$ cat config.mk
export PLATFORM = sky130hd
export DESIGN_NAME = lsu_iq
export DESIGN_NICKNAME = d
export VERILOG_FILES = /design/src/lsu_iq_pkg.sv /design/src/iq_entry.sv /design/src/lsu_iq.sv
export VERILOG_INCLUDE_DIRS = /design/src
export SDC_FILE = /design/constraint.sdc
export NUM_CORES = 2
export LEC_CHECK = 0
export ABC_AREA = 1
export BUFFER_PORTS_ARGS = -buffer_cell sky130_fd_sc_hd__clkbuf_2
export CORE_MARGIN = 2
export CORE_UTILIZATION = 31
export DETAILED_ROUTE_END_ITERATION = 8
export PLACE_DENSITY = 0.43
export REMOVE_ABC_BUFFERS = 1
export SLEW_MARGIN = 25
export SYNTH_ARGS = -nofsm -noshare
export SYNTH_HDL_FRONTEND = slang
export SYNTH_SLANG_ARGS = --single-unit
$ cat constraint.sdc
create_clock -name clk -period 10.2 [get_ports clk]
set_input_delay 2.04 -clock clk [delete_from_list [all_inputs] [get_ports clk]]
set_output_delay 2.04 -clock clk [all_outputs]
set_load 0.005 [all_outputs]
$ cat src/lsu_iq_settings.svh
`ifndef LSU_IQ_SETTINGS_SVH
`define LSU_IQ_SETTINGS_SVH

// --------------------------------------------------
// load/store issue stage sizing
// --------------------------------------------------

// slots in the in-order issue queue
`define LSU_IQ_SIZE     8

// instructions accepted per dispatch cycle
`define LSU_DISPATCH_W  2

// broadcast ports on the common data bus
`define LSU_CDB_COUNT   2

// --------------------------------------------------
// data memory model
// --------------------------------------------------

// depth in 32-bit words, power of two so the
// index simply wraps
`define LSU_DMEM_WORDS  256

`endif

$ cat src/lsu_iq_pkg.sv
package lsu_iq_pkg;

    typedef logic [31:0] word_t;
    typedef logic [5:0]  rob_id_t;

    typedef enum logic [1:0] {
        MEM_BYTE = 2'd0,
        MEM_HALF = 2'd1,
        MEM_WORD = 2'd2
    } mem_size_e;

    typedef enum logic [1:0] {
        EXC_NONE           = 2'd0,
        EXC_LOAD_MISALIGN  = 2'd1,
        EXC_STORE_MISALIGN = 2'd2
    } exc_code_e;

    // --------------------------------------------------
    // dispatch side
    // --------------------------------------------------
    typedef struct packed {
        rob_id_t   rob_id;
        logic      wmem;
        logic      msigned;
        mem_size_e msize;
        word_t     imm;
        logic      inst_valid;
    } decode_info_t;

    // operand waits on tag until valid
    typedef struct packed {
        word_t   data;
        rob_id_t tag;
        logic    valid;
    } operand_t;

    // src[0] is store data, src[1] is base address
    typedef struct packed {
        decode_info_t   di;
        operand_t [1:0] src;
    } dispatch_t;

    typedef struct packed {
        logic    valid;
        rob_id_t tag;
        word_t   data;
    } cdb_t;

    // --------------------------------------------------
    // memory side
    // --------------------------------------------------
    typedef struct packed {
        word_t     vaddr;
        word_t     wdata;
        logic [3:0] strb;
        logic [3:0] rmask;
        logic      wmem;
        logic      msigned;
        mem_size_e msize;
        rob_id_t   rob_id;
    } mem_req_t;

    typedef struct packed {
        word_t     rdata;
        logic      exc_valid;
        exc_code_e exc_code;
        word_t     badv;
    } mem_resp_t;

    typedef struct packed {
        rob_id_t   rob_id;
        word_t     rdata;
        logic      is_store;
        logic      exc_valid;
        exc_code_e exc_code;
        word_t     badv;
    } lsu_result_t;

endpackage

$ cat src/iq_entry.sv
`timescale 1ns/1ps
`include "lsu_iq_settings.svh"

module iq_entry (
    input  logic                                      clk,
    input  logic                                      arst_n_i,
    input  logic                                      flush_i,
    input  logic                                      init_i,
    input  lsu_iq_pkg::dispatch_t                     disp_i,
    input  lsu_iq_pkg::cdb_t [`LSU_CDB_COUNT-1:0]    cdb_i,
    input  logic                                      select_i,
    output logic                                      ready_o,
    output lsu_iq_pkg::decode_info_t                  di_o,
    output lsu_iq_pkg::word_t [1:0]                   data_o
);
    import lsu_iq_pkg::*;

    logic           occupied_q;
    decode_info_t   di_q;
    operand_t [1:0] src_q;
    operand_t [1:0] src_nxt;

    // capture a broadcast into a waiting operand
    function automatic operand_t wake(input operand_t op,
                                      input cdb_t [`LSU_CDB_COUNT-1:0] cdb);
        operand_t res;
        res = op;
        for (int c = 0; c < `LSU_CDB_COUNT; c++) begin
            if (!op.valid && cdb[c].valid && (cdb[c].tag == op.tag)) begin
                res.data  = cdb[c].data;
                res.valid = 1'b1;
            end
        end
        return res;
    endfunction

    // --------------------------------------------------
    // operand update
    // --------------------------------------------------
    // new instruction sees the same-cycle broadcast too
    always_comb begin
        for (int k = 0; k < 2; k++) begin
            src_nxt[k] = wake(init_i ? disp_i.src[k] : src_q[k], cdb_i);
        end
    end

    always_ff @(posedge clk) begin
        if (init_i) begin
            di_q <= disp_i.di;
        end
        src_q <= src_nxt;
    end

    // --------------------------------------------------
    // slot occupancy
    // --------------------------------------------------
    always_ff @(posedge clk or negedge arst_n_i) begin
        if (!arst_n_i) begin
            occupied_q <= 1'b0;
        end else if (flush_i) begin
            occupied_q <= 1'b0;
        end else if (init_i) begin
            occupied_q <= 1'b1;
        end else if (select_i) begin
            occupied_q <= 1'b0;
        end
    end

    assign ready_o   = occupied_q & src_q[0].valid & src_q[1].valid;
    assign di_o      = di_q;
    assign data_o[0] = src_q[0].data;
    assign data_o[1] = src_q[1].data;

endmodule

$ cat src/lsu_iq.sv
`timescale 1ns/1ps
`include "lsu_iq_settings.svh"

module lsu_iq #(
    parameter int IQ_SIZE = `LSU_IQ_SIZE
) (
    input  logic                                        clk,
    input  logic                                        arst_n_i,
    input  logic                                        flush_i,
    input  logic [`LSU_DISPATCH_W-1:0]                  disp_valid_i,
    input  lsu_iq_pkg::dispatch_t [`LSU_DISPATCH_W-1:0] disp_i,
    output logic                                        entry_ready_o,
    input  lsu_iq_pkg::cdb_t [`LSU_CDB_COUNT-1:0]      cdb_i,
    output logic                                        req_valid_o,
    input  logic                                        req_ready_i,
    output lsu_iq_pkg::mem_req_t                        req_o
);
    import lsu_iq_pkg::*;

    localparam int PTR_W = (IQ_SIZE > 1) ? $clog2(IQ_SIZE) : 1;
    localparam int CNT_W = $clog2(IQ_SIZE + 1);

    logic [PTR_W-1:0] head_q, head_nxt;
    logic [PTR_W-1:0] tail_q, tail_nxt;
    logic [CNT_W-1:0] free_q, free_nxt;
    logic [CNT_W-1:0] disp_cnt;

    logic [IQ_SIZE-1:0] entry_init;
    logic [IQ_SIZE-1:0] entry_ready;
    dispatch_t          entry_disp [IQ_SIZE];
    decode_info_t       entry_di   [IQ_SIZE];
    word_t [1:0]        entry_data [IQ_SIZE];

    logic         head_ready;
    logic         iss_ready;
    logic         issue_fire;
    logic         iss_valid_q;
    decode_info_t iss_di_q;
    word_t [1:0]  iss_data_q;

    function automatic logic [PTR_W-1:0] ptr_inc(input logic [PTR_W-1:0] p);
        if (p == PTR_W'(IQ_SIZE - 1)) begin
            return '0;
        end else begin
            return p + 1'b1;
        end
    endfunction

    // --------------------------------------------------
    // dispatch placement
    // --------------------------------------------------
    // valid slots fill consecutive tail entries, slot 0 first
    always_comb begin : disp_place
        logic [PTR_W-1:0] slot;
        entry_init = '0;
        disp_cnt   = '0;
        slot       = tail_q;
        for (int i = 0; i < IQ_SIZE; i++) begin
            entry_disp[i] = disp_i[0];
        end
        for (int k = 0; k < `LSU_DISPATCH_W; k++) begin
            if (entry_ready_o && disp_valid_i[k]) begin
                entry_init[slot] = 1'b1;
                entry_disp[slot] = disp_i[k];
                slot             = ptr_inc(slot);
                disp_cnt         = disp_cnt + 1'b1;
            end
        end
        tail_nxt = slot;
    end

    assign head_nxt = issue_fire ? ptr_inc(head_q) : head_q;
    assign free_nxt = free_q - disp_cnt + CNT_W'(issue_fire);

    always_ff @(posedge clk or negedge arst_n_i) begin
        if (!arst_n_i) begin
            head_q        <= '0;
            tail_q        <= '0;
            free_q        <= CNT_W'(IQ_SIZE);
            entry_ready_o <= 1'b1;
        end else if (flush_i) begin
            head_q        <= '0;
            tail_q        <= '0;
            free_q        <= CNT_W'(IQ_SIZE);
            entry_ready_o <= 1'b1;
        end else begin
            head_q        <= head_nxt;
            tail_q        <= tail_nxt;
            free_q        <= free_nxt;
            // room for a full dispatch group next cycle
            entry_ready_o <= (free_nxt >= CNT_W'(`LSU_DISPATCH_W));
        end
    end

    // --------------------------------------------------
    // queue slots
    // --------------------------------------------------
    for (genvar i = 0; i < IQ_SIZE; i++) begin : g_entry
        iq_entry u_entry (
            .clk      (clk),
            .arst_n_i (arst_n_i),
            .flush_i  (flush_i),
            .init_i   (entry_init[i]),
            .disp_i   (entry_disp[i]),
            .cdb_i    (cdb_i),
            .select_i (issue_fire && (head_q == PTR_W'(i))),
            .ready_o  (entry_ready[i]),
            .di_o     (entry_di[i]),
            .data_o   (entry_data[i])
        );
    end

    // --------------------------------------------------
    // in-order issue
    // --------------------------------------------------
    assign head_ready = entry_ready[head_q];
    assign iss_ready  = !iss_valid_q || req_ready_i;
    assign issue_fire = head_ready && iss_ready;

    always_ff @(posedge clk or negedge arst_n_i) begin
        if (!arst_n_i) begin
            iss_valid_q <= 1'b0;
        end else if (flush_i) begin
            iss_valid_q <= 1'b0;
        end else if (iss_ready) begin
            iss_valid_q <= head_ready;
        end
    end

    always_ff @(posedge clk) begin
        if (issue_fire) begin
            iss_di_q   <= entry_di[head_q];
            iss_data_q <= entry_data[head_q];
        end
    end

    // --------------------------------------------------
    // request formatting
    // --------------------------------------------------
    word_t      vaddr;
    logic [3:0] size_pat;
    logic [3:0] byte_mask;

    always_comb begin
        vaddr = iss_data_q[1] + iss_di_q.imm;
        case (iss_di_q.msize)
            MEM_BYTE: size_pat = 4'b0001;
            MEM_HALF: size_pat = 4'b0011;
            default:  size_pat = 4'b1111;
        endcase
        byte_mask = size_pat << vaddr[1:0];

        req_o         = '0;
        req_o.vaddr   = vaddr;
        // store data moves into its byte lane
        req_o.wdata   = iss_data_q[0] << {vaddr[1:0], 3'b000};
        req_o.strb    = iss_di_q.wmem ? byte_mask : 4'b0000;
        req_o.rmask   = iss_di_q.wmem ? 4'b0000 : byte_mask;
        req_o.wmem    = iss_di_q.wmem;
        req_o.msigned = iss_di_q.msigned;
        req_o.msize   = iss_di_q.msize;
        req_o.rob_id  = iss_di_q.rob_id;
    end

    assign req_valid_o = iss_valid_q;

endmodule

# == Yosys cells after proc, flatten, opt, wreduce, memory -nomap -nowiden ==
# Cells that the tools add are included.
# totals
ff_bits,1094
input_bits,326
elab_cells,450
# op_classes
shift,2
reduce_logical,141
n_mux,111
n_lt_le_gt_ge,11
n_bitwise,20
add_sub_neg,7
n_eq_ne,42
# ops
cell,n
968-bit bitwise mux,2
968-bit 2-to-1 mux,2
32-bit 2-to-1 mux,32
121-bit demux with 3-bit select,2
39-bit 2-to-1 mux,16
121-bit 2-to-1 mux,2
64-bit binary-select mux with 3-bit select,1
6-bit == test,32
43-bit binary-select mux with 3-bit select,1
64-bit 2-to-1 mux,2
43-bit 2-to-1 mux,2
1-bit logical AND,79
3-bit nonzero test,24
32-bit adder,1
2-bit OR reduction,16
32-bit by 5-bit << shifter with 32-bit output,1
1-bit 2-to-1 mux,31
3-bit 2-to-1 mux,8
"3-bit == test, second input constant",6
1-bit zero test,17
1-bit AND,16
4-bit 2-to-1 mux,4
8-bit 2-to-1 mux,2
"4-bit >= comparator, second input constant",3
21 further kinds,32

# == Longest topological paths before layout ==
# depth
depth_word,16
mapped_depth,22
mapped_depth_nobuf,20

# == By module ==
# A second synthesis with hierarchy kept.
# unflattened
hier_cells,11089
area_unflattened_um2,79692.7
# modules_own_cells
mod,cells_each,area_per_inst_um2,seq_area_each_um2,instances
iq_entry,827,6982.9,3518.4,8
lsu_iq,4473,23829.1,3485.8,1

# == Worst setup path before layout ==
# No wires, ideal clock.
# synth_path
path_kind,input-to-reg
startpoint,input disp_valid_i[0]
endpoint,"register g_entry[7].u_entry.src_q, in the netlist g_entry[7].u_entry.data_o[0] (enable)"
cell_stages,15
path_slack_ns,4.171
n_path_buf,2
arrival_time_ns,5.468
setup_time_ns,0.561
cell_sequence,nand2_4 > nor2_2 > inv_2 > nand2_4 > nor2_2 > nand2_1 > nand2_1 > or2_2 > nand2_1 > xor2_1 > nor2_1 > nand2_1 > buf_2 > buf_2 > nand3_1
# synth_lines
item,line_no,rtl
"start, declared",lsu_iq.sv:10,"input logic [`LSU_DISPATCH_W-1:0] disp_valid_i,"
1-bit logical AND *,lsu_iq.sv:62,if (entry_ready_o && disp_valid_i[k]) begin
3-bit 2-to-1 mux,lsu_iq.sv:62,
3-bit by 4-bit < comparator with 1-bit output (not written as such) / 3-bit by 1-bit >= comparator with 1-bit output (equally long branches),lsu_iq.sv:63,entry_init[slot] = 1'b1;
1-bit logical AND (not written as such),lsu_iq.sv:63,
1-bit 2-to-1 mux (not written as such),lsu_iq.sv:63,
1-bit demux with 3-bit select,lsu_iq.sv:63,
8-bit OR (no line),n/a,
8-bit 2-to-1 mux *,lsu_iq.sv:62,
net g_entry[7].u_entry.init_i,iq_entry.sv:8,"input logic init_i,"
branches (longest 4 deep; another with 39-bit 2-to-1 mux),n/a,
3-bit nonzero test (no line) *,n/a,
"end signal, assigned",iq_entry.sv:51,src_q <= src_nxt;
"end, declared",iq_entry.sv:20,operand_t [1:0] src_q;
# Mark *: on every way through the listed nets, which the timed path passes. The select of a mux whose other input is x is not followed.
# A chain may end at the register's enable or synchronous reset.

# == Final worst setup path ==
# layout_path
startpoint,input disp_valid_i[0]
endpoint,"register g_entry[5].u_entry.src_q, in the netlist g_entry[5].u_entry.data_o[57] (enable)"
# layout_between
elab_chain_cells,14
# layout_rtl
item,line_no
1-bit logical AND *,lsu_iq.sv:62
branches (longest 12 deep; another with 4-bit >= comparator),n/a
3-bit nonzero test (no line) *,n/a
"end signal, assigned",iq_entry.sv:51
"end, declared",iq_entry.sv:20
# Mark *: on every way between the ends. The select of a mux whose other input is x is not followed.

==> flow_summary.yaml <==
outcome:
  status: "complete, no violations"
grt:
  grt_pass1_wl_mm: 542
  antenna_found_initial: 75
  grt_pass1_vias: 69900
  overflow: 0
  grt_max_degree: 156
  grt.total_usage: 0.329
critical_path:
  crit_path_max_incr_delay_ns: 0.76
  worstSetupEndpointType: "flip-flop"
  cp.required_ns: 10.71
  crit_family: "simple AND/OR/NAND/NOR gates"
  path_cells: "clkbuf_2, nand2_4, nor2_2, inv_2, nor2_4, buf_4, inv_1, buf_4, nor2_1, a21oi_1, nand2_1, nand2_1, nand2_1, nand2_1, nor2_4, nand3_2, buf_4, nand3_2, buf_4"
  slowest_stage: "nor2_4"
  path_class: "input pin to flip-flop"
  arrival_ns: 7.37
  path_max_fanout: 34
  start_kind: "input pin"
  path_buf_inv: 7
floorplanning:
  start_util: 0.311
  die_x_um: 482
  num_rows: 175
  die_height_um: 482
  die-area_sq_um: 232000
  pin_count: 410
  placeableCoreArea_sq_um: 227000
logic_synthesis:
  syn_avg_cell_area_sq_um: 7.43
  yosysSeqAreaShare: 0.443
  synth.area.top_cells: "edfxtp_1 (40%), nand2_1 (13%), nand3_1 (8.1%)"
  synthFlopType: "edfxtp_1"
  synth_area_sq_um: 70800
  synth_warnings: 0
  async_flop_share: 0.0184
  ys_seq_elements: 1086
  syn_inst: 9525
  yosysMostFrequentCell: "nand2_1"
  synth_top_cell_by_area: "edfxtp_1"
  synth_top_area_frac: 0.405
  synth-edff-count: 954
  synth.distinct_cells: 55
  ys_top_cells_by_count: "nand2_1 (2,438), nor2_1 (1,149), nand3_1 (1,147), o21ai_0 (988), edfxtp_1 (954)"
sta:
  finClkSkew_ns: 0.0678
  fmax_mhz: 146
  rsz0062_at_grt: "no"
  tns_ns: 0
  slew_viol_final: 0
  setup_viol: 0
  hold_violations: 0
  max_slew_margin: 0.238
  fin_crit_sh: 0.673
  fin_crit_ns: 6.86
  hold_slack_ns: 0.503
  worstMarginPinSlew_ns: 1.14
placed_design:
  routabilityCongestion: 0.928
  port_buffers: 407
  dp_hpwl_mm: 234
cts:
  cts_max_level: 4
  postCtsSetupBuffers: 0
  cts_sinks: 1086
  cts.repair.resized: 0
  path_clk_slew_ns: 0.06
  cts_root_buf: "clkbuf_16"
  cts_buffers: 143
  cts_hold_buf: 0
  cts_tree: "done"
  clockBufferDepth: 3
  insertion_delay_ns: 0.86
final_layout:
  fill_cells: 24100
  final_nets: 9762
  drive_gt1_frac: 0.102
  synthToLayoutAreaGrowth_pct: 12.2
routing:
  via_per_inst: 5.98
  routed_wl_mm: 395
  drt_drc_violations_left: 0
  drt-wirelength-per-cell_um: 31.5
  vias: 75100
  drt-initial-drc-count: 10600
  dr.pass1.iters: 7
  ant_nets: 0
power:
  power_density_nw_per_um2: 236
  max-vdd-ir-drop_uv: 166
  total_power_mw: 18.7
  p_leak_nw: 33.6
job:
  drv_cap: 0
hold_path:
  hold_path_class: "flip-flop to flip-flop"
==> cell type report <==
class	count	area [sq um]	area share
antenna	41	103	0.00129
clock inverter	77	872	0.0110
inverter	456	1750	0.0220
tap	3009	3760	0.0474
timing repair buffer	599	3540	0.0446
clock buffer	185	3750	0.0472
sequential	1086	31400	0.395
multi-input combinational	7102	34300	0.431
==> per-layer routing <==
layer  track usage  routed length, um
met5       0.00145                382
met1         0.442             162000
met3        0.0907              46400
met2         0.478             164000
met4         0.178              22400
==> per-stage QoR <==
step	cells	instance area, sq um	util	setup WS, ns
after floorplan	8644	67000	-	-7.82
after global placement	12300	74700	0.329	2.79
after detailed placement	12300	74700	0.329	2.75
after CTS	12500	79300	0.349	3.65
after global routing	12500	79400	0.349	3.32
final	12600	79400	0.350	3.34
==> state kept, by name (all words and copies together), names as in the netlist <==
name,cells
g_entry.u_entry.di_o,336
entry_ready_o,1
tail_q,3
g_entry.u_entry.occupied_q,8
iss_data_q,64
g_entry.u_entry.data_o,512
free_q,4
req_valid_o,1
g_entry.u_entry.src_q,112
req_o,10
head_q,3
iss_di_q,32
==> cells by family after synthesis <==
family	after synthesis	synth area share
compound gates	1864	0.154
xor+xnor	64	0.00792
fa+ha+maj	48	0.00870
buf+inv	1337	0.0771
flops	1086	0.443
simple gates	5126	0.309
==> placed cells by master, fill, tap and decap left out, types with 8 or more instances in the layout <==
master        n
o221ai_1     84
inv_1       418
a31oi_1     113
dfrtp_1      16
nand3_2      22
buf_4       187
nor2_4       29
edfxtp_1    954
inv_2        26
clkbuf_2    407
ha_1         45
nand2_4       9
bufinv_16     9
o21bai_1     17
dfxtp_1     112
o211ai_1     53
nand3_4       9
a21oi_1     175
xor2_1       56
nand2_2      16
nor2_1     1143
nand3_1    1131
nand4_1     270
nand2_1    2431
clkbuf_16   143
clkinv_1     29
a22oi_1     273
diode_2      41
o21ai_0     988
clkinv_2     25
xnor2_1       8
o21ai_1      15
o22ai_1     122
clkbuf_1     41
nor2_2       32
==> power by group <==
part	internal [mW]	leakage [nW]	total (mW)	switching, mW
Sequential	5.98	10.1	6.24	0.263
Clock	2.86	2.22	5.13	2.27
Combinational	1.65	21.2	7.35	5.70
==> worst min-delay path, stage by stage (launching register included) <==
cell	delay, ns
dfxtp_1	0.31
nand2_1	0.06
nand2_1	0.08
==> final timing paths <==
path                                               from                       endpoint  slack (ns)  cells after the start
hold / removal             g_entry[6].u_entry.src_q[42]   g_entry[6].u_entry.src_q[42]        0.50                      2
max in group asynchronous                      arst_n_i                      head_q[0]        8.44                      1
hold reg to reg            g_entry[6].u_entry.src_q[42]   g_entry[6].u_entry.src_q[42]        0.50                      2
min in group asynchronous                      arst_n_i                    req_valid_o        1.20                      1
setup / recovery                        disp_valid_i[0]  g_entry[5].u_entry.data_o[57]        3.34                     19
setup reg to reg                              tail_q[1]  g_entry[4].u_entry.data_o[25]        3.99                     20
No activity file was read; power rests on OpenSTA's default activity.
